[src/rtl/cluster_periph_pkg.sv]
/* Shared definitions for the cluster peripheral: bus and counter widths,
   the performance metric encoding, the register address map and the
   metric each counter tracks out of reset. */
package cluster_periph_pkg;

  localparam int unsigned RegWidth      = 32;
  localparam int unsigned AddrWidth     = 12;
  localparam int unsigned CounterWidth  = 48;
  localparam int unsigned DmaBytesWidth = 16;
  localparam int unsigned MetricWidth   = 5;
  localparam int unsigned HartWidth     = 8;

  // Event a performance counter accumulates.
  typedef enum logic [MetricWidth-1:0] {
    Cycle         = 5'd0,
    TcdmAccessed  = 5'd1,
    TcdmCongested = 5'd2,
    IssueFpu      = 5'd3,
    RetiredInstr  = 5'd4,
    RetiredLoad   = 5'd5,
    DmaBusy       = 5'd6,
    DmaBytes      = 5'd7,
    IcacheMiss    = 5'd8,
    IcacheHit     = 5'd9
  } perf_metric_e;

  // Byte offsets inside the peripheral window.
  localparam logic [AddrWidth-1:0] PerfCntEnOffset  = 12'h000;
  localparam logic [AddrWidth-1:0] PrefetchEnOffset = 12'h004;
  localparam logic [AddrWidth-1:0] ClintSetOffset   = 12'h008;
  localparam logic [AddrWidth-1:0] ClintClearOffset = 12'h00C;
  localparam logic [AddrWidth-1:0] PerfSelBase      = 12'h040;
  localparam logic [AddrWidth-1:0] PerfCntBase      = 12'h080;

  // Metric a counter is programmed with after reset.
  function automatic perf_metric_e ResetMetric(int unsigned idx);
    case (idx)
      0:       return Cycle;
      1:       return RetiredInstr;
      2:       return TcdmAccessed;
      3:       return IcacheMiss;
      4:       return IcacheHit;
      default: return Cycle;
    endcase
  endfunction

endpackage

[src/rtl/axil_reg_bridge.sv]
/* AXI4-Lite slave that buffers one request per channel and turns it into a
   single-cycle register strobe. The register file answers in the strobe
   cycle; the answer is registered into the B or R channel. */
`timescale 1ns/100ps

module axil_reg_bridge (
  input  logic                                      clk_i,
  input  logic                                      reset_i,
  input  logic [cluster_periph_pkg::AddrWidth-1:0]  s_awaddr_i,
  input  logic                                      s_awvalid_i,
  output logic                                      s_awready_o,
  input  logic [cluster_periph_pkg::RegWidth-1:0]   s_wdata_i,
  input  logic [cluster_periph_pkg::RegWidth/8-1:0] s_wstrb_i,
  input  logic                                      s_wvalid_i,
  output logic                                      s_wready_o,
  output logic [1:0]                                s_bresp_o,
  output logic                                      s_bvalid_o,
  input  logic                                      s_bready_i,
  input  logic [cluster_periph_pkg::AddrWidth-1:0]  s_araddr_i,
  input  logic                                      s_arvalid_i,
  output logic                                      s_arready_o,
  output logic [cluster_periph_pkg::RegWidth-1:0]   s_rdata_o,
  output logic [1:0]                                s_rresp_o,
  output logic                                      s_rvalid_o,
  input  logic                                      s_rready_i,
  output logic                                      reg_wr_o,
  output logic                                      reg_rd_o,
  output logic [cluster_periph_pkg::AddrWidth-1:0]  reg_addr_o,
  output logic [cluster_periph_pkg::RegWidth-1:0]   reg_wdata_o,
  output logic [cluster_periph_pkg::RegWidth/8-1:0] reg_wstrb_o,
  input  logic [cluster_periph_pkg::RegWidth-1:0]   reg_rdata_i,
  input  logic                                      reg_err_i
);
  import cluster_periph_pkg::*;

  localparam logic [1:0] RespOkay   = 2'b00;
  localparam logic [1:0] RespSlvErr = 2'b10;

  logic                   aw_full_q, w_full_q, ar_full_q;
  logic [AddrWidth-3:0]   aw_addr_q, ar_addr_q;
  logic [RegWidth-1:0]    w_data_q;
  logic [RegWidth/8-1:0]  w_strb_q;
  logic                   bvalid_q, rvalid_q;
  logic [1:0]             bresp_q, rresp_q;
  logic [RegWidth-1:0]    rdata_q;
  logic                   aw_hs, w_hs, ar_hs;
  logic                   wr_go, rd_go;

  assign s_awready_o = ~aw_full_q;
  assign s_wready_o  = ~w_full_q;
  assign s_arready_o = ~ar_full_q;

  assign aw_hs = s_awvalid_i & s_awready_o;
  assign w_hs  = s_wvalid_i & s_wready_o;
  assign ar_hs = s_arvalid_i & s_arready_o;

  // One strobe per cycle, writes first. A strobe needs its response slot free.
  assign wr_go = aw_full_q & w_full_q & ~bvalid_q;
  assign rd_go = ar_full_q & ~rvalid_q & ~wr_go;

  assign reg_wr_o    = wr_go;
  assign reg_rd_o    = rd_go;
  assign reg_addr_o  = {(wr_go ? aw_addr_q : ar_addr_q), 2'b00};
  assign reg_wdata_o = w_data_q;
  assign reg_wstrb_o = w_strb_q;

  always_ff @(posedge clk_i) begin
    if (reset_i) begin
      aw_full_q <= 1'b0;
      w_full_q  <= 1'b0;
      ar_full_q <= 1'b0;
      bvalid_q  <= 1'b0;
      rvalid_q  <= 1'b0;
    end else begin
      // Holding registers empty as soon as their strobe has gone out.
      if (aw_hs) begin
        aw_full_q <= 1'b1;
      end else if (wr_go) begin
        aw_full_q <= 1'b0;
      end
      if (w_hs) begin
        w_full_q <= 1'b1;
      end else if (wr_go) begin
        w_full_q <= 1'b0;
      end
      if (ar_hs) begin
        ar_full_q <= 1'b1;
      end else if (rd_go) begin
        ar_full_q <= 1'b0;
      end
      if (wr_go) begin
        bvalid_q <= 1'b1;
      end else if (s_bready_i) begin
        bvalid_q <= 1'b0;
      end
      if (rd_go) begin
        rvalid_q <= 1'b1;
      end else if (s_rready_i) begin
        rvalid_q <= 1'b0;
      end
    end
  end

  always_ff @(posedge clk_i) begin
    if (aw_hs) aw_addr_q <= s_awaddr_i[AddrWidth-1:2];
    if (ar_hs) ar_addr_q <= s_araddr_i[AddrWidth-1:2];
    if (w_hs) begin
      w_data_q <= s_wdata_i;
      w_strb_q <= s_wstrb_i;
    end
    if (wr_go) bresp_q <= reg_err_i ? RespSlvErr : RespOkay;
    if (rd_go) begin
      rdata_q <= reg_rdata_i;
      rresp_q <= reg_err_i ? RespSlvErr : RespOkay;
    end
  end

  assign s_bvalid_o = bvalid_q;
  assign s_bresp_o  = bresp_q;
  assign s_rvalid_o = rvalid_q;
  assign s_rdata_o  = rdata_q;
  assign s_rresp_o  = rresp_q;

endmodule

[src/rtl/periph_regfile.sv]
/* Register file of the cluster peripheral. Decodes the address map, holds
   the control, wake-up and counter selection registers, and returns read
   data and an error flag in the same cycle as the strobe. */
`timescale 1ns/100ps

module periph_regfile #(
  parameter int unsigned NrCores         = 4,
  parameter int unsigned NumPerfCounters = 4
) (
  input  logic                                        clk_i,
  input  logic                                        reset_i,
  input  logic                                        reg_wr_i,
  input  logic                                        reg_rd_i,
  input  logic [cluster_periph_pkg::AddrWidth-1:0]    reg_addr_i,
  input  logic [cluster_periph_pkg::RegWidth-1:0]     reg_wdata_i,
  input  logic [cluster_periph_pkg::RegWidth/8-1:0]   reg_wstrb_i,
  output logic [cluster_periph_pkg::RegWidth-1:0]     reg_rdata_o,
  output logic                                        reg_err_o,
  output logic                                        icache_prefetch_enable_o,
  output logic [NrCores-1:0]                          cl_clint_o,
  output logic [NumPerfCounters-1:0]                  cnt_en_o,
  output logic [NumPerfCounters-1:0]                  cnt_clear_o,
  output logic [NumPerfCounters*cluster_periph_pkg::MetricWidth-1:0] cnt_metric_o,
  output logic [NumPerfCounters*cluster_periph_pkg::HartWidth-1:0]   cnt_hart_o,
  input  logic [NumPerfCounters*cluster_periph_pkg::CounterWidth-1:0] cnt_value_i
);
  import cluster_periph_pkg::*;

  logic [AddrWidth-1:0]       addr;
  logic [RegWidth-1:0]        wmask;
  logic                       en_hit, pf_hit, set_hit, clr_hit;
  logic [NumPerfCounters-1:0] sel_hit, lo_hit, hi_hit;
  logic [NumPerfCounters-1:0] en_q;
  logic                       prefetch_q;
  logic [NrCores-1:0]         clint_q;
  perf_metric_e               metric_q [NumPerfCounters];
  logic [HartWidth-1:0]       hart_q [NumPerfCounters];

  assign addr    = {reg_addr_i[AddrWidth-1:2], 2'b00};
  assign en_hit  = addr == PerfCntEnOffset;
  assign pf_hit  = addr == PrefetchEnOffset;
  assign set_hit = addr == ClintSetOffset;
  assign clr_hit = addr == ClintClearOffset;

  // Byte strobes widened to a bit mask.
  always_comb begin
    for (int b = 0; b < RegWidth; b++) begin
      wmask[b] = reg_wstrb_i[b/8];
    end
  end

  always_ff @(posedge clk_i) begin
    if (reset_i) begin
      en_q       <= '0;
      prefetch_q <= 1'b1;
      clint_q    <= '0;
    end else if (reg_wr_i) begin
      if (en_hit) begin
        en_q <= (en_q & ~wmask[NumPerfCounters-1:0]) |
                (reg_wdata_i[NumPerfCounters-1:0] & wmask[NumPerfCounters-1:0]);
      end
      if (pf_hit && reg_wstrb_i[0]) prefetch_q <= reg_wdata_i[0];
      // Set ORs the mask in, clear takes it out.
      if (set_hit) clint_q <= clint_q | (reg_wdata_i[NrCores-1:0] & wmask[NrCores-1:0]);
      if (clr_hit) clint_q <= clint_q & ~(reg_wdata_i[NrCores-1:0] & wmask[NrCores-1:0]);
    end
  end

  assign icache_prefetch_enable_o = prefetch_q;
  assign cl_clint_o               = clint_q;
  assign cnt_en_o                 = en_q;

  for (genvar i = 0; i < NumPerfCounters; i++) begin : gen_cnt
    localparam logic [AddrWidth-1:0] SelAddr = PerfSelBase + AddrWidth'(4 * i);
    localparam logic [AddrWidth-1:0] CntAddr = PerfCntBase + AddrWidth'(8 * i);

    assign sel_hit[i] = addr == SelAddr;
    assign lo_hit[i]  = addr == CntAddr;
    assign hi_hit[i]  = addr == (CntAddr + AddrWidth'(4));

    // Writing either counter word restarts the count.
    assign cnt_clear_o[i] = reg_wr_i & (lo_hit[i] | hi_hit[i]);

    assign cnt_metric_o[i*MetricWidth +: MetricWidth] = metric_q[i];
    assign cnt_hart_o[i*HartWidth +: HartWidth]       = hart_q[i];

    always_ff @(posedge clk_i) begin
      if (reset_i) begin
        metric_q[i] <= ResetMetric(i);
        hart_q[i]   <= '0;
      end else if (reg_wr_i && sel_hit[i]) begin
        if (reg_wstrb_i[0]) metric_q[i] <= perf_metric_e'(reg_wdata_i[MetricWidth-1:0]);
        if (reg_wstrb_i[2]) hart_q[i] <= reg_wdata_i[16 +: HartWidth];
      end
    end
  end

  // Read data; unused bits and unmapped offsets return zero.
  always_comb begin
    reg_rdata_o = '0;
    if (en_hit) reg_rdata_o[NumPerfCounters-1:0] = en_q;
    if (pf_hit) reg_rdata_o[0] = prefetch_q;
    if (set_hit || clr_hit) reg_rdata_o[NrCores-1:0] = clint_q;
    for (int i = 0; i < NumPerfCounters; i++) begin
      if (sel_hit[i]) begin
        reg_rdata_o[MetricWidth-1:0]  = metric_q[i];
        reg_rdata_o[16 +: HartWidth] = hart_q[i];
      end
      if (lo_hit[i]) reg_rdata_o = cnt_value_i[i*CounterWidth +: RegWidth];
      if (hi_hit[i]) begin
        reg_rdata_o = RegWidth'(cnt_value_i[i*CounterWidth+RegWidth +: CounterWidth-RegWidth]);
      end
    end
  end

  assign reg_err_o = (reg_wr_i | reg_rd_i) &
                     ~(en_hit | pf_hit | set_hit | clr_hit |
                       (|sel_hit) | (|lo_hit) | (|hi_hit));

endmodule

[src/rtl/perf_counter_bank.sv]
/* Bank of 48-bit performance counters. Event inputs pass one pipeline
   stage, then each counter picks the event named by its metric and hart
   select and adds it while enabled. */
`timescale 1ns/100ps

module perf_counter_bank #(
  parameter int unsigned NrCores         = 4,
  parameter int unsigned NumPerfCounters = 4
) (
  input  logic                                                 clk_i,
  input  logic                                                 reset_i,
  input  logic [NumPerfCounters-1:0]                           cnt_en_i,
  input  logic [NumPerfCounters-1:0]                           cnt_clear_i,
  input  logic [NumPerfCounters*cluster_periph_pkg::MetricWidth-1:0] cnt_metric_i,
  input  logic [NumPerfCounters*cluster_periph_pkg::HartWidth-1:0]   cnt_hart_i,
  input  logic [NrCores-1:0]                                   core_retired_i,
  input  logic [NrCores-1:0]                                   core_load_i,
  input  logic [NrCores-1:0]                                   core_fpu_issue_i,
  input  logic                                                 tcdm_accessed_i,
  input  logic                                                 tcdm_congested_i,
  input  logic                                                 dma_busy_i,
  input  logic [cluster_periph_pkg::DmaBytesWidth-1:0]         dma_bytes_i,
  input  logic [NrCores-1:0]                                   icache_hit_i,
  input  logic [NrCores-1:0]                                   icache_miss_i,
  output logic [NumPerfCounters*cluster_periph_pkg::CounterWidth-1:0] cnt_value_o
);
  import cluster_periph_pkg::*;

  localparam int unsigned CoreSelWidth = $clog2(NrCores);

  logic [NrCores-1:0]       retired_q, load_q, fpu_q, hit_q, miss_q;
  logic                     accessed_q, congested_q, busy_q;
  logic [DmaBytesWidth-1:0] bytes_q;

  // Pipeline stage on all event inputs to ease timing.
  always_ff @(posedge clk_i) begin
    if (reset_i) begin
      retired_q   <= '0;
      load_q      <= '0;
      fpu_q       <= '0;
      hit_q       <= '0;
      miss_q      <= '0;
      accessed_q  <= 1'b0;
      congested_q <= 1'b0;
      busy_q      <= 1'b0;
      bytes_q     <= '0;
    end else begin
      retired_q   <= core_retired_i;
      load_q      <= core_load_i;
      fpu_q       <= core_fpu_issue_i;
      hit_q       <= icache_hit_i;
      miss_q      <= icache_miss_i;
      accessed_q  <= tcdm_accessed_i;
      congested_q <= tcdm_congested_i;
      busy_q      <= dma_busy_i;
      bytes_q     <= dma_bytes_i;
    end
  end

  for (genvar i = 0; i < NumPerfCounters; i++) begin : gen_cnt
    perf_metric_e            metric;
    logic [HartWidth-1:0]    hart;
    logic [CoreSelWidth-1:0] core;
    logic                    hart_ok;
    logic [CounterWidth-1:0] incr;
    logic [CounterWidth-1:0] cnt_q;

    assign metric  = perf_metric_e'(cnt_metric_i[i*MetricWidth +: MetricWidth]);
    assign hart    = cnt_hart_i[i*HartWidth +: HartWidth];
    assign core    = hart[CoreSelWidth-1:0];
    // Harts beyond the cluster see no per-core events.
    assign hart_ok = hart < HartWidth'(NrCores);

    always_comb begin
      case (metric)
        Cycle:         incr = CounterWidth'(1);
        TcdmAccessed:  incr = CounterWidth'(accessed_q);
        TcdmCongested: incr = CounterWidth'(congested_q);
        IssueFpu:      incr = CounterWidth'(hart_ok & fpu_q[core]);
        RetiredInstr:  incr = CounterWidth'(hart_ok & retired_q[core]);
        RetiredLoad:   incr = CounterWidth'(hart_ok & load_q[core]);
        DmaBusy:       incr = CounterWidth'(busy_q);
        DmaBytes:      incr = CounterWidth'(bytes_q);
        IcacheMiss:    incr = CounterWidth'(hart_ok & miss_q[core]);
        IcacheHit:     incr = CounterWidth'(hart_ok & hit_q[core]);
        default:       incr = '0;
      endcase
    end

    // A clear beats an increment in the same cycle.
    always_ff @(posedge clk_i) begin
      if (reset_i || cnt_clear_i[i]) begin
        cnt_q <= '0;
      end else if (cnt_en_i[i]) begin
        cnt_q <= cnt_q + incr;
      end
    end

    assign cnt_value_o[i*CounterWidth +: CounterWidth] = cnt_q;
  end

endmodule

[src/rtl/cluster_periph_top.sv]
/* Top level of the cluster peripheral. The AXI4-Lite bridge drives the
   register file, which programs the counter bank and reads its values. */
`timescale 1ns/100ps

module cluster_periph_top #(
  parameter int unsigned NrCores         = 4,
  parameter int unsigned NumPerfCounters = 4
) (
  input  logic                                       clk_i,
  input  logic                                       reset_i,
  input  logic [cluster_periph_pkg::AddrWidth-1:0]   s_awaddr_i,
  input  logic                                       s_awvalid_i,
  output logic                                       s_awready_o,
  input  logic [cluster_periph_pkg::RegWidth-1:0]    s_wdata_i,
  input  logic [cluster_periph_pkg::RegWidth/8-1:0]  s_wstrb_i,
  input  logic                                       s_wvalid_i,
  output logic                                       s_wready_o,
  output logic [1:0]                                 s_bresp_o,
  output logic                                       s_bvalid_o,
  input  logic                                       s_bready_i,
  input  logic [cluster_periph_pkg::AddrWidth-1:0]   s_araddr_i,
  input  logic                                       s_arvalid_i,
  output logic                                       s_arready_o,
  output logic [cluster_periph_pkg::RegWidth-1:0]    s_rdata_o,
  output logic [1:0]                                 s_rresp_o,
  output logic                                       s_rvalid_o,
  input  logic                                       s_rready_i,
  input  logic [NrCores-1:0]                         core_retired_i,
  input  logic [NrCores-1:0]                         core_load_i,
  input  logic [NrCores-1:0]                         core_fpu_issue_i,
  input  logic                                       tcdm_accessed_i,
  input  logic                                       tcdm_congested_i,
  input  logic                                       dma_busy_i,
  input  logic [cluster_periph_pkg::DmaBytesWidth-1:0] dma_bytes_i,
  input  logic [NrCores-1:0]                         icache_hit_i,
  input  logic [NrCores-1:0]                         icache_miss_i,
  output logic                                       icache_prefetch_enable_o,
  output logic [NrCores-1:0]                         cl_clint_o
);
  import cluster_periph_pkg::*;

  logic                                    reg_wr, reg_rd, reg_err;
  logic [AddrWidth-1:0]                    reg_addr;
  logic [RegWidth-1:0]                     reg_wdata, reg_rdata;
  logic [RegWidth/8-1:0]                   reg_wstrb;
  logic [NumPerfCounters-1:0]              cnt_en, cnt_clear;
  logic [NumPerfCounters*MetricWidth-1:0]  cnt_metric;
  logic [NumPerfCounters*HartWidth-1:0]    cnt_hart;
  logic [NumPerfCounters*CounterWidth-1:0] cnt_value;

  axil_reg_bridge u_bridge (
    .clk_i       (clk_i),
    .reset_i     (reset_i),
    .s_awaddr_i  (s_awaddr_i),
    .s_awvalid_i (s_awvalid_i),
    .s_awready_o (s_awready_o),
    .s_wdata_i   (s_wdata_i),
    .s_wstrb_i   (s_wstrb_i),
    .s_wvalid_i  (s_wvalid_i),
    .s_wready_o  (s_wready_o),
    .s_bresp_o   (s_bresp_o),
    .s_bvalid_o  (s_bvalid_o),
    .s_bready_i  (s_bready_i),
    .s_araddr_i  (s_araddr_i),
    .s_arvalid_i (s_arvalid_i),
    .s_arready_o (s_arready_o),
    .s_rdata_o   (s_rdata_o),
    .s_rresp_o   (s_rresp_o),
    .s_rvalid_o  (s_rvalid_o),
    .s_rready_i  (s_rready_i),
    .reg_wr_o    (reg_wr),
    .reg_rd_o    (reg_rd),
    .reg_addr_o  (reg_addr),
    .reg_wdata_o (reg_wdata),
    .reg_wstrb_o (reg_wstrb),
    .reg_rdata_i (reg_rdata),
    .reg_err_i   (reg_err)
  );

  periph_regfile #(
    .NrCores         (NrCores),
    .NumPerfCounters (NumPerfCounters)
  ) u_regfile (
    .clk_i                    (clk_i),
    .reset_i                  (reset_i),
    .reg_wr_i                 (reg_wr),
    .reg_rd_i                 (reg_rd),
    .reg_addr_i               (reg_addr),
    .reg_wdata_i              (reg_wdata),
    .reg_wstrb_i              (reg_wstrb),
    .reg_rdata_o              (reg_rdata),
    .reg_err_o                (reg_err),
    .icache_prefetch_enable_o (icache_prefetch_enable_o),
    .cl_clint_o               (cl_clint_o),
    .cnt_en_o                 (cnt_en),
    .cnt_clear_o              (cnt_clear),
    .cnt_metric_o             (cnt_metric),
    .cnt_hart_o               (cnt_hart),
    .cnt_value_i              (cnt_value)
  );

  perf_counter_bank #(
    .NrCores         (NrCores),
    .NumPerfCounters (NumPerfCounters)
  ) u_counters (
    .clk_i            (clk_i),
    .reset_i          (reset_i),
    .cnt_en_i         (cnt_en),
    .cnt_clear_i      (cnt_clear),
    .cnt_metric_i     (cnt_metric),
    .cnt_hart_i       (cnt_hart),
    .core_retired_i   (core_retired_i),
    .core_load_i      (core_load_i),
    .core_fpu_issue_i (core_fpu_issue_i),
    .tcdm_accessed_i  (tcdm_accessed_i),
    .tcdm_congested_i (tcdm_congested_i),
    .dma_busy_i       (dma_busy_i),
    .dma_bytes_i      (dma_bytes_i),
    .icache_hit_i     (icache_hit_i),
    .icache_miss_i    (icache_miss_i),
    .cnt_value_o      (cnt_value)
  );

endmodule

[config.mk]
export PLATFORM = sky130hd
export DESIGN_NAME = cluster_periph_top
export DESIGN_NICKNAME = d
export VERILOG_FILES = /design/src/rtl/cluster_periph_pkg.sv /design/src/rtl/axil_reg_bridge.sv /design/src/rtl/periph_regfile.sv /design/src/rtl/perf_counter_bank.sv /design/src/rtl/cluster_periph_top.sv
export SDC_FILE = /design/constraint.sdc
export NUM_CORES = 1
export LEC_CHECK = 0
export BUFFER_PORTS_ARGS = -buffer_cell sky130_fd_sc_hd__buf_4
export CORE_ASPECT_RATIO = 2
export CORE_UTILIZATION = 55
export CTS_CLUSTER_SIZE = 40
export DETAILED_ROUTE_END_ITERATION = 10
export PLACE_DENSITY = 0.73
export SKIP_LAST_GASP = 1
export SYNTH_ARGS = -nofsm -noshare
export SYNTH_HDL_FRONTEND = slang
export SYNTH_SLANG_ARGS = --single-unit
[constraint.sdc]
create_clock -name clk_i -period 4.1 [get_ports clk_i]
set_clock_uncertainty 0.2 [all_clocks]
set_input_delay 0.615 -clock clk_i [delete_from_list [all_inputs] [get_ports clk_i]]
set_output_delay 0.615 -clock clk_i [all_outputs]
set_load 0.01 [all_outputs]
# ---- Yosys cells after proc, flatten, opt, wreduce, memory -nomap -nowiden
# Memory sizes are Yosys's and may differ from the RTL's.
# Cells that the tools add are included.
dict set report op_classes {
  eq_ne 51
  n_addsub 4
  reduce_logical 27
  bitwise_logic 65
  n_mux 112
  magnitude_cmp 8
}
# op n
set ops {}
lappend ops {{$pmux 48 s10} 4}
lappend ops {{$mux 32} 7}
lappend ops {{$add 48x48->48} 4}
lappend ops {{$eq 10x6->1 const B} 8}
lappend ops {{$eq 5x3->1 const B} 16}
lappend ops {{$mux 8} 8}
lappend ops {{$mux 1} 58}
lappend ops {{$bmux 1 s2} 20}
lappend ops {{$eq 10x5->1 const B} 4}
lappend ops {{$eq 5x2->1 const B} 8}
lappend ops {{$eq 5x4->1 const B} 8}
lappend ops {{$mux 5} 8}
lappend ops {{$and 1x1->1} 32}
lappend ops {{$lt 8x3->1 const B} 4}
lappend ops {{$eq 10x2->1 const B} 2}
lappend ops {{$eq 5x1->1 const B} 4}
lappend ops {{$logic_not 5->1} 4}
lappend ops {{$or 1x1->1} 19}
lappend ops {{$mux 16} 1}
lappend ops {{$mux 4} 4}
lappend ops {{$and 4x4->4} 3}
lappend ops {{$logic_not 12->1} 1}
lappend ops {{$lt 2x3->1 const B} 4}
lappend ops {{$reduce_bool 2->1} 6}
lappend ops {{other kinds (10)} 30}
dict set report totals {
  n_memories 2
  output_inout_bits 46
  register_bits 328
  word_cells 298
  mem_bits_rw 52
}
# memory depth word_bits rd rd_clocked_by_memory_dff wr line
set mem_list {}
lappend mem_list {u_regfile.hart_q 4 8 4 0 4 periph_regfile.sv:37} ;# logic [HartWidth-1:0] hart_q [NumPerfCounters];
lappend mem_list {u_regfile.metric_q 4 5 4 0 4 periph_regfile.sv:36} ;# perf_metric_e metric_q [NumPerfCounters];

# ---- Depth between registers and ports, before layout
# Gate-level depths: netlist of the first run.
dict set report logic_depth {
  ltp_word 19
  mapped_depth 20
}

# ---- Modules after synthesis
# Synthesis of the first run repeated with hierarchy kept, for this count alone.
dict set report hier_totals {
  hier_cells 2245
  area_unflattened_um2 21602.0
}
# module instances area_per_inst_um2 seq_area_each_um2 cells_each
set modules_own_cells {}
lappend modules_own_cells {perf_counter_bank 1 13434.1 4624.4 1596}
lappend modules_own_cells {periph_regfile 1 5049.8 1741.7 518}
lappend modules_own_cells {axil_reg_bridge 1 3118.0 2802.7 131}

# ---- Least setup slack after synthesis of the first run
# OpenSTA, ideal clock, no wires.
dict set report synth_timing {
  path_type {register -> register}
  startpoint {mem u_regfile.hart_q[3][0]}
  endpoint {reg u_counters.gen_cnt[3].cnt_q[44]}
  path_slack_ns -0.004
  arrival_ns 3.776
  setup_ns 0.128
  path_buffers 2
  t_required_ns 3.772
  period_less_slack_ns 4.104
  path_stages_with_launch 21
  path_cell_list {edfxtp_1 -> buf_2 -> mux4_2 -> a22oi_1 -> nor3b_1 -> nor2_1 -> nor3_1 -> a21oi_1 -> o41ai_1 -> ha_1 -> inv_1 -> fa_1 -> nor2b_1 -> o31a_1 -> o311ai_1 -> and3_1 -> a2111oi_4 -> buf_2 -> nand4_1 -> xor2_1 -> nor2_1}
}
# item line
set synth_lines {}
lappend synth_lines {{from (decl)} periph_regfile.sv:37}
lappend synth_lines {{to (signal assigned)} perf_counter_bank.sv:95} ;# cnt_q <= cnt_q + incr;
lappend synth_lines {{to (decl)} perf_counter_bank.sv:66} ;# logic [CounterWidth-1:0] cnt_q;

==> impl_metrics.toml, run 1 <==
[status]
status = "finished with violations"
violations = "negative setup slack"

[floorplan]
dieArea_um2 = 36900
die_h_um = 271
core_area_um2 = 35700
die_w_um = 136
start_util_pct = 55.6
pin_count = 152
std_cell_rows = 98

[critical_path]
required_ns = 4.30
crit_type = "reg2reg"
crit_path_end_kind = "register"
critical-path-max-stage-delay_ns = 0.43
path_cells = "buf_12 -> mux4_2 -> a22oi_2 -> nor3b_2 -> nor2_1 -> nor3_2 -> a21oi_2 -> o41ai_4 -> ha_4 -> inv_2 -> fa_2 -> nor2b_4 -> o31a_1 -> o311ai_2 -> and3_4 -> a2111oi_4 -> buf_6 -> buf_12 -> buf_4 -> nand3_2 -> xor2_1 -> nor2_1"
startpoint_type = "register"
crit_family = "compound AO/OA/AOI/OAI gates"
crit_slowest_cell = "edfxtp_1"
path_max_fanout = 8
worstPathArrival_ns = 4.70
crit_buf_inv = 5

[cts]
htreeDepth = 2
insertion_delay_ns = 0.55
postCtsHoldBufs = 0
cts_root_buf = "clkbuf_16"
numCtsBuffers = 36
cts_tree = "built"
cts_sinks = 366
clock_path_buffers = 3
path_clk_slew_ns = 0.07

[power]
power_frac_comb_pct = 5.5
p_sw_share_pct = 23.4
powerDensity_nw_per_um2 = 313
sequentialPowerShare_pct = 50.6
cellLeakagePower_nw = 9.74
pwr-share-clk_pct = 43.9
ir_worst_vdd_v = 0.000568
p_switching_mw = 1.81
p_int_mw = 5.94

[sta]
rsz0062_at_grt = "yes"
worst_pin_slew_ns = 1.09
setup_ws_ns = -0.402
post-route-min-period_ns = 4.50
tns_ns = -16.82
finalHoldViolations = 0
fmax_ghz = 0.222
max_slew_margin_pct = 27.5
setup_viol = 108
fin_crit_sh_pct = 110
drv_slew = 0
hold_ws_ns = 0.0337

[drt]
vias = 17900
route.detailed.drc = 0
drt-total-wl_mm = 68.5
drt_iter0_drc = 1405
via_per_inst = 6.34
antenna_left = 0
firstDrtPassIters = 6
wl_per_cell_um = 24.2

[logic_synthesis]
syn_area_um2 = 19800
synth_top_area_share_pct = 24.7
netlist_instances = 2103
synth-seq-area-share_pct = 43.0
synthFlopType = "dfxtp_1"
synthDistinctLibCells = 87
synth_edf_count = 121
avgSynthCellArea_um2 = 9.43
synth_area_leaders = "dfxtp_1 25%, edfxtp_1 18%, nor2_1 5.6%"
yosysWarnings = 0
async_reset_ff_share_pct = 0
ys_seq_elements = 366
synth_top_cell_by_area = "dfxtp_1"

[global_routing]
grt_pass1_wl_mm = 102
grt_max_degree = 49
antenna_found_initial = 0
grt_pass1_vias = 17700
overflow = 0
grt_usage_pct = 37.1

[placement]
place.gp.congestion = 1.00
dpl.hpwl_mm = 49.4
place_inst = 2715
portBuffers = 124

[layout]
instances_no_fill = 2825
layout-drive-gt1-share_pct = 23.2
regArea_um2 = 8540
multiInputGateArea_um2 = 11800
num-fill-cells = 2713
fin_nets = 2522
syn2layout_area_growth_pct = 24.7
antenna_cells = 0

[worst_hold_path]
hold_class = "in2reg"

[job]
cap_violations = 0
[stage by stage]
step	setup slack, ns	power, mW	cell area, µm²	utilization [%]
after floorplan	0.0128	4.16	19800	-
final	-0.402	7.75	24700	69.3
after global placement	-0.531	4.39	22000	61.7
after global routing	-0.557	7.95	24700	69.3
after CTS	-0.369	7.77	23800	66.7
after detailed placement	-0.534	4.41	22000	61.7
[flip-flops by register name, indices dropped and copies added, names as in the netlist, 2 cells and up, named ones only]
| name | count |
|---|---|
| u_counters.gen_cnt.cnt_q | 192 |
| u_bridge.s_rdata_o | 32 |
| u_regfile.hart_q | 32 |
| u_regfile.metric_q | 20 |
| u_counters.bytes_q | 16 |
| u_bridge.reg_wdata_o | 13 |
| u_bridge.ar_addr_q | 10 |
| u_bridge.aw_addr_q | 10 |
| u_counters.fpu_q | 4 |
| u_counters.hit_q | 4 |
| u_counters.load_q | 4 |
| u_counters.miss_q | 4 |
| u_counters.retired_q | 4 |
| u_bridge.reg_wstrb_o | 2 |
[kinds of logic after synthesis]
| group | Yosys count | share of synthesized area, % |
|---|---|---|
| mux | 84 | 5.61 |
| fa+ha+maj | 68 | 4.44 |
| buf+inv | 131 | 2.76 |
| other cells | 1 | 0.0189 |
| flops | 366 | 43.0 |
| simple gates | 872 | 22.2 |
| compound gates | 412 | 14.5 |
| xor+xnor | 169 | 7.46 |
[layout by cell type, fill, tap and decap left out, drive strengths merged, types with 12 or more instances in the layout]
cell,Yosys,layout
o211ai,13,13
and4,19,19
ha,64,64
nand2,131,131
clkinv,0,13
mux2i,63,63
a21o,20,20
buf,40,294
o22ai,20,20
nor2b,56,56
and2,111,111
xor2,99,99
o21a,13,13
mux4,20,20
a211oi,24,24
a22oi,30,30
dfxtp,245,245
a21oi,86,86
nand4,44,44
edfxtp,121,121
o21ai,67,67
and3,32,32
o21bai,15,15
nor3,34,34
a222oi,20,20
clkbuf,50,47
a31oi,13,13
or3,12,12
a221oi,24,24
nand3,80,80
nand2b,17,17
nor2,295,295
inv,41,44
xnor2,70,70
[Yosys cell counts (19+ instances only)]
| library cell | instances |
|---|---|
| clkbuf_1 | 49 |
| o21ai_0 | 60 |
| nor2b_1 | 56 |
| nor2_1 | 294 |
| buf_2 | 20 |
| and2_1 | 109 |
| a22oi_1 | 30 |
| and4_1 | 19 |
| mux4_2 | 20 |
| and3_1 | 32 |
| nor3_1 | 34 |
| a221oi_1 | 24 |
| a222oi_1 | 20 |
| a21o_1 | 20 |
| nand2_1 | 130 |
| a211oi_1 | 23 |
| dfxtp_1 | 245 |
| xor2_1 | 99 |
| inv_1 | 40 |
| edfxtp_1 | 121 |
| xnor2_1 | 70 |
| a21oi_1 | 86 |
| nand4_1 | 43 |
| nand3_1 | 78 |
| ha_1 | 64 |
| mux2i_1 | 60 |
[final timing paths]
check	from	end	slack, ns	cells after the start
worst max-delay path	u_regfile.hart_q[3][0]	u_counters.gen_cnt[3].cnt_q[42]	-0.40	22
worst min-delay path	s_wdata_i[22]	u_bridge.reg_wdata_o[22]	0.03	1
worst max register to register	u_regfile.hart_q[3][0]	u_counters.gen_cnt[3].cnt_q[42]	-0.40	22
worst min register to register	u_counters.gen_cnt[1].cnt_q[14]	u_counters.gen_cnt[1].cnt_q[14]	0.31	2
[timing repair]
action	4_1_cts	5_1_grt
gates cloned	2	2
buffers inserted	25	25
resized for setup	86	163
setup endpoints to repair	141	148
hold endpoints to repair	0	0
pin swaps	58	96
[worst reg2reg max path: stages, from the launching register on]
cell and delay [ns]:
edfxtp_1 0.43, buf_12 0.16, mux4_2 0.33, a22oi_2 0.08
nor3b_2 0.20, nor2_1 0.08, nor3_2 0.15, a21oi_2 0.08
o41ai_4 0.42, ha_4 0.21, inv_2 0.04, fa_2 0.36
nor2b_4 0.13, o31a_1 0.20, o311ai_2 0.12, and3_4 0.22
a2111oi_4 0.21, buf_6 0.19, buf_12 0.13, buf_4 0.11
nand3_2 0.06, xor2_1 0.19, nor2_1 0.05
[power by group through the flow]
stage          Sequential (mW)  Clock [mW]  Combinational, mW
3_3_place_gp              4.00           0              0.397
6_report                  3.93        3.40              0.425
2_1_floorplan             3.97           0              0.195
3_5_place_dp              4.00           0              0.404
4_1_cts                   3.92        3.43              0.413
5_1_grt                   3.93        3.57              0.448
[metal layers]
layer / share of wire, % / GRT usage (%) / vias up
li1: - / - / 8146
met4: 11 / 33.0 / 0
met3: 5.5 / 5.71 / 373
met5: 0 / 0 / -
met1: 32 / 35.7 / 8575
met2: 51 / 66.3 / 814
[layout make-up]
cell class / count / area share [%]
inverters: 41 / 0.632
repair buffers: 296 / 10.0
clock buffers: 45 / 3.99
clock inverters: 20 / 0.794
multi-input cells: 1607 / 47.8
well taps: 450 / 2.28
flip-flops and latches: 366 / 34.5
No activity file was read; power rests on OpenSTA's default activity.
==> run 2, diff against run 1 <==
--- a/config.mk
+++ b/config.mk
@@ -7,11 +7,12 @@
 export LEC_CHECK = 0
 export BUFFER_PORTS_ARGS = -buffer_cell sky130_fd_sc_hd__buf_4
 export CORE_ASPECT_RATIO = 2
-export CORE_UTILIZATION = 55
+export CORE_UTILIZATION = 56
 export CTS_CLUSTER_SIZE = 40
 export DETAILED_ROUTE_END_ITERATION = 10
-export PLACE_DENSITY = 0.73
+export PLACE_DENSITY = 0.74
 export SKIP_LAST_GASP = 1
 export SYNTH_ARGS = -nofsm -noshare
 export SYNTH_HDL_FRONTEND = slang
+export SYNTH_HIERARCHICAL = 1
 export SYNTH_SLANG_ARGS = --single-unit
==> run 2 against run 1 <==
Effect of this change:
- the run ends with design-rule violations, negative setup slack left
- critical path depth shrank 1
- final cell count grew 4.7%
- via count up 6.0%
- worst setup slack worse by 0.0095 ns
- global-route usage up 0.68 points
- highest routed layer is now met5
- largest power group unchanged
- sequential power about the same
==> impl_metrics.toml, run 2 <==
[placement]
dpl.hpwl_mm = 53.1
place.gp.congestion = 1.02
portBuffers = 124
dpl_cell_area_um2 = 23200

[sta]
hold_ws_ns = 0.0454
worst_pin_slew_ns = 0.956
drv_slew = 0
rsz0062_at_grt = "yes"
max_slew_margin_pct = 36.2
setup_ws_ns = -0.412
fmax_ghz = 0.222
setup_viol = 54
post-route-min-period_ns = 4.51
fin_crit_sh_pct = 110
finalHoldViolations = 0

[logic_synthesis]
netlist_instances = 2222
avgSynthCellArea_um2 = 9.43
syn_area_um2 = 21000
yosysWarnings = 6

[critical_path]
cpMostUsedCell = "o21ai_2"
path_cells = "nor4_2 -> nand2_1 -> o21ai_2 -> o21ai_2 -> a21oi_2 -> o21bai_4 -> a22oi_2 -> o31ai_4 -> ha_4 -> inv_2 -> fa_2 -> nor2b_4 -> o31a_1 -> o21ai_2 -> a31oi_4 -> a221o_2 -> buf_12 -> a31oi_4 -> buf_4 -> o31ai_2 -> a21oi_1"
worstPathArrival_ns = 4.73
crit_path_end_kind = "register"
startpoint_type = "register"
crit_type = "reg2reg"
reg2reg_depth = 21
r2r-start = "u_regfile/hart_q[1][5]"
crit_slowest_cell = "edfxtp_1"
critical-path-max-stage-delay_ns = 0.41
required_ns = 4.32
path_max_fanout = 3
r2r_slack_ns = -0.41
regToRegEndpoint = "u_counters/gen_cnt[1].cnt_q[34]"

[cts]
insertion_delay_ns = 0.55
postCtsHoldBufs = 0
htreeDepth = 2
cts_sinks = 366
cts_tree = "built"
path_clk_slew_ns = 0.07
numCtsBuffers = 35
cts_root_buf = "clkbuf_16"
clock_path_buffers = 3

[drt]
drt_iter0_drc = 1210
wl_per_cell_um = 25.0
via_per_inst = 6.42
route.detailed.drc = 7
vias = 19000
antenna_left = 0
drt-total-wl_mm = 74.1
firstDrtPassIters = 9

[power]
cellLeakagePower_nw = 10.1
powerDensity_nw_per_um2 = 305
ir_worst_vdd_v = 0.000366

[worst_hold_path]
min-delay-start = "s_wdata_i[18]"
hold_depth = 1
hold_class = "in2reg"
min_to = "u_bridge/reg_wdata_o[18]"

[layout]
fin_nets = 2654
postLayoutCellArea_um2 = 25900
largest-register = "u_counters/gen_cnt.cnt_q"
syn2layout_area_growth_pct = 23.6
layout_commonest_cell = "buf_4"
layout-drive-gt1-share_pct = 25.6
largest_reg_flops = 192
antenna_cells = 0
final_util_pct = 70.7
final_cell_mix = "285 x buf_4, 245 x dfxtp_1, 230 x nor2_1"

[status]
status = "finished with violations"
violations = "design-rule violations, negative setup slack"

[floorplan]
core_area_um2 = 36700
std_cell_rows = 99
die_h_um = 276
start_util_pct = 57.2
dieArea_um2 = 38200
pin_count = 152
die_w_um = 139

[global_routing]
overflow = 0
grt_pass1_wl_mm = 108
grt_max_degree = 77
grt_usage_pct = 37.7
antenna_found_initial = 1
grt_pass1_vias = 18700

[job]
cap_violations = 0
-- run 2: area by class of cell --
class                   instances  area, µm²
inverters                      49        184
well taps                     454        568
clock inverters                12        101
repair buffers                329       2780
flip-flops and latches        366       8540
fillers                      2815      10800
multi-input cells            1699      12700
clock buffers                  50       1080
-- run 2: metal layers --
metal  track usage [%]  wire [µm]
met4              38.3       8680
met1              34.9      23500
met2              68.8      37500
met3              6.42       4300
met5                 0         12
-- run 2: how the worst max path moves through the flow --
stage          slack, ns                   start                               to
2_1_floorplan      -0.02  u_regfile/hart_q[1][0]  u_counters/gen_cnt[1].cnt_q[20]
3_3_place_gp       -0.77  u_regfile/hart_q[2][0]  u_counters/gen_cnt[2].cnt_q[44]
3_5_place_dp       -0.78  u_regfile/hart_q[1][5]  u_counters/gen_cnt[1].cnt_q[42]
4_1_cts            -0.31  u_regfile/hart_q[1][3]  u_counters/gen_cnt[1].cnt_q[46]
5_1_grt            -0.56  u_regfile/hart_q[1][5]  u_counters/gen_cnt[1].cnt_q[26]
6_report           -0.41  u_regfile/hart_q[1][5]  u_counters/gen_cnt[1].cnt_q[34]
-- run 2: stage by stage --
| stage | cells | power (mW) | TNS [ns] | worst slack, ns |
|---|---|---|---|---|
| finish | 2959 | 7.89 | -12.36 | -0.412 |
| global route | 2959 | 8.10 | -21.15 | -0.565 |
| CTS | 2927 | 7.90 | -5.29 | -0.311 |
| detailed placement | 2842 | 4.58 | -34.69 | -0.777 |
| global placement | 2842 | 4.57 | -31.88 | -0.772 |
| floorplan | 2223 | 4.27 | -0.0205 | -0.0205 |
-- run 2: critical path: cells and delay by family, from the launching register on --
family	cells	cell delay, ns
AND/OR/NAND/NOR	3	0.60
AO/OA/AOI/OAI	13	2.17
flip-flops	1	0.41
adder cells (fa/ha/maj)	2	0.60
buffers and inverters	3	0.40
-- run 2: timing repair --
action / in CTS / in global routing
gates resized for setup: 75 / 134
pin swaps: 62 / 114
gates cloned: 5 / 3
setup endpoints to repair: 98 / 132
buffers inserted: 20 / 32
-- run 2: report_power, final --
| part | switching (mW) | internal, mW | leakage (nW) |
|---|---|---|---|
| clock network | 1.45 | 1.91 | 0.582 |
| logic | 0.357 | 0.257 | 6.38 |
| registers | 0.0844 | 3.83 | 3.16 |
==> run 3, diff against run 2 <==
--- a/config.mk
+++ b/config.mk
@@ -7,10 +7,10 @@
 export LEC_CHECK = 0
 export BUFFER_PORTS_ARGS = -buffer_cell sky130_fd_sc_hd__buf_4
 export CORE_ASPECT_RATIO = 2
-export CORE_UTILIZATION = 56
+export CORE_UTILIZATION = 60
 export CTS_CLUSTER_SIZE = 40
 export DETAILED_ROUTE_END_ITERATION = 10
-export PLACE_DENSITY = 0.74
+export PLACE_DENSITY = 0.75
 export SKIP_LAST_GASP = 1
 export SYNTH_ARGS = -nofsm -noshare
 export SYNTH_HDL_FRONTEND = slang
==> constraint.sdc (replaced) <==
create_clock -name clk_i -period 5.2 [get_ports clk_i]
set_clock_uncertainty 0.2 [all_clocks]
set_input_delay 0.78 -clock clk_i [delete_from_list [all_inputs] [get_ports clk_i]]
set_output_delay 0.78 -clock clk_i [all_outputs]
set_load 0.01 [all_outputs]
==> run 3 against run 2 <==
Effect of this change:
- the flow now finishes without violations
- total power is 23% lower
- core utilization is 2.4 points lower
- final area is 9.5% lower
- sequential cell count stayed put
- highest routed layer is now met4
- fmax is 9.3% lower
- sequential power is 21% lower
- sequential share of layout area is 3.5 points higher
- via count is 5.4% lower
- critical endpoint is now u_counters/gen_cnt[2].cnt_q[42]
==> impl_metrics.toml, run 3 (same netlist as run 2, synthesis figures left out) <==
[floorplan]
die_h_um = 266
pin_count = 152
start_util_pct = 61.0
std_cell_rows = 96
die_w_um = 134
core_area_um2 = 34400
dieArea_um2 = 35700

[power]
sequentialPowerShare_pct = 51.0
pwr-share-clk_pct = 42.2
p_switching_mw = 1.45
cellLeakagePower_nw = 8.81
p_int_mw = 4.62
power_frac_comb_pct = 6.8
ir_worst_vdd_v = 0.000337
p_sw_share_pct = 23.9
powerDensity_nw_per_um2 = 259
total_power_mw = 6.07

[cts]
path_clk_slew_ns = 0.07
clock_path_buffers = 3
cts_root_buf = "clkbuf_16"
insertion_delay_ns = 0.54
cts_tree = "built"
cts_sinks = 366
numCtsBuffers = 34
htreeDepth = 2

[critical_path]
critical-path-max-stage-delay_ns = 0.58
worstPathArrival_ns = 5.21
crit_family = "compound AO/OA/AOI/OAI gates"
required_ns = 5.43
cpMostUsedCell = "o21ai_0"
path_cells = "mux4_2 -> a221oi_1 -> a211oi_1 -> a41oi_1 -> o41ai_1 -> ha_1 -> fa_1 -> a211oi_1 -> o21ai_0 -> o21ai_0 -> a21oi_1 -> o21ai_0 -> nor3_1 -> and3b_1 -> o21a_1"
r2r-start = "u_regfile/hart_q[2][0]"
reg2reg_depth = 15
r2r_slack_ns = 0.23
startpoint_type = "register"
crit_slowest_cell = "edfxtp_1"
crit_buf_inv = 0
crit_path_end_kind = "register"
regToRegEndpoint = "u_counters/gen_cnt[2].cnt_q[42]"
path_max_fanout = 6
crit_type = "reg2reg"

[layout]
layout-drive-gt1-share_pct = 15.2
largest_reg_flops = 192
final_cell_mix = "245 x dfxtp_1, 232 x nor2_1, 167 x buf_4"
syn2layout_area_growth_pct = 11.9
multiInputGateArea_um2 = 11800
largest-register = "u_counters/gen_cnt.cnt_q"
fin_nets = 2490
regArea_um2 = 8540
antenna_cells = 0
num-fill-cells = 2797
layout_commonest_cell = "dfxtp_1"

[sta]
worst_pin_slew_ns = 1.04
fmax_ghz = 0.201
fin_crit_sh_pct = 95.6
max_slew_margin_pct = 30.4
post-route-min-period_ns = 4.97
hold_ws_ns = 0.210
finalHoldViolations = 0
setup_viol = 0
drv_slew = 0

[global_routing]
grt_usage_pct = 38.0
grt_max_degree = 60
overflow = 0
antenna_found_initial = 0
grt_pass1_wl_mm = 101
grt_pass1_vias = 17800

[worst_hold_path]
min_to = "u_bridge/ar_addr_q[9]"
hold_class = "in2reg"
hold_depth = 1
min-delay-start = "s_araddr_i[11]"

[drt]
via_per_inst = 6.45
vias = 18000
firstDrtPassIters = 6
antenna_left = 0
drt_iter0_drc = 1397
route.detailed.drc = 0
drt-total-wl_mm = 67.5
wl_per_cell_um = 24.3

[placement]
place.gp.congestion = 1.12
portBuffers = 124
dpl.hpwl_mm = 49.7

[job]
cap_violations = 0

[status]
status = "complete, no violations"
==> run 3: cell count changes in the layout (fill, tap and decap cells not counted), moves of 14 or more <==
cell / before / now
buf_4: 285 / 167
buf_6: 26 / 0
a21oi_1: 114 / 130
buf_12: 15 / 1
nor3_1: 37 / 51
==> run 3: worst reg2reg max path, delay by kind of cell, from the launching register on <==
kind | cells | cell delay, ns
multiplexers | 1 | 0.55
AND/OR/NAND/NOR | 2 | 0.42
adder cells (fa/ha/maj) | 2 | 0.69
AO/OA/AOI/OAI | 10 | 2.45
flip-flops | 1 | 0.58
==> run 3: metrics by stage <==
| step | area [µm²] | instances | TNS (ns) | setup WS [ns] | utilization (%) |
|---|---|---|---|---|---|
| floorplan | 21000 | 2223 | 0 | 0.921 | - |
| global placement | 22300 | 2718 | 0 | 0.394 | 64.8 |
| detailed placement | 22300 | 2718 | 0 | 0.318 | 64.8 |
| CTS | 23400 | 2779 | 0 | 0.291 | 68.1 |
| global route | 23400 | 2782 | -0.00788 | -0.00788 | 68.2 |
| finish | 23400 | 2782 | 0 | 0.227 | 68.2 |
==> run 3: metal layers <==
metal	GRT usage, %	vias up	share of wire (%)
met5	0	-	0
met4	35.8	0	11
met3	6.11	313	6.4
met2	67.2	804	50
met1	37.2	8565	33
li1	-	8269	-
==> run 3: final cells by class <==
type / count / share of cell area, %
clock buffer: 49 / 4.54
sequential: 366 / 36.4
inverter: 49 / 0.785
clock inverter: 12 / 0.294
multi-input combinational: 1697 / 50.2
tap: 441 / 2.35
timing repair buffer: 168 / 5.43
==> run 3: power by group through the flow <==
stage	clock, mW	sequential (mW)	combinational (mW)
6_report	2.56	3.09	0.415
3_5_place_dp	0	3.16	0.406
3_3_place_gp	0	3.15	0.399
4_1_cts	2.59	3.09	0.408
5_1_grt	2.71	3.10	0.436
2_1_floorplan	0	3.13	0.239
==> run 3: worst max-delay path by stage <==
| stage | end | slack, ns | cells after the start | startpoint |
|---|---|---|---|---|
| after global routing | u_counters/gen_cnt[1].cnt_q[42] | -0.008 | 20 | u_regfile/hart_q[1][4] |
| after global placement | u_counters/gen_cnt[1].cnt_q[38] | 0.39 | 20 | u_regfile/hart_q[1][0] |
| after CTS | u_counters/gen_cnt[1].cnt_q[38] | 0.29 | 20 | u_regfile/hart_q[1][0] |
| after floorplan | u_counters/gen_cnt[1].cnt_q[20] | 0.92 | 22 | u_regfile/hart_q[1][0] |
| final | u_counters/gen_cnt[2].cnt_q[42] | 0.23 | 15 | u_regfile/hart_q[2][0] |
| after detailed placement | u_counters/gen_cnt[1].cnt_q[38] | 0.32 | 20 | u_regfile/hart_q[1][0] |
==> run 3: repair_timing <==
action | 4_1_cts | 5_1_grt
hold endpoints to repair | 0 | 0
buffers inserted | 0 | 2
setup endpoints to repair | 0 | 10
resized for setup | 0 | 1
hold buffers | 0 | 0
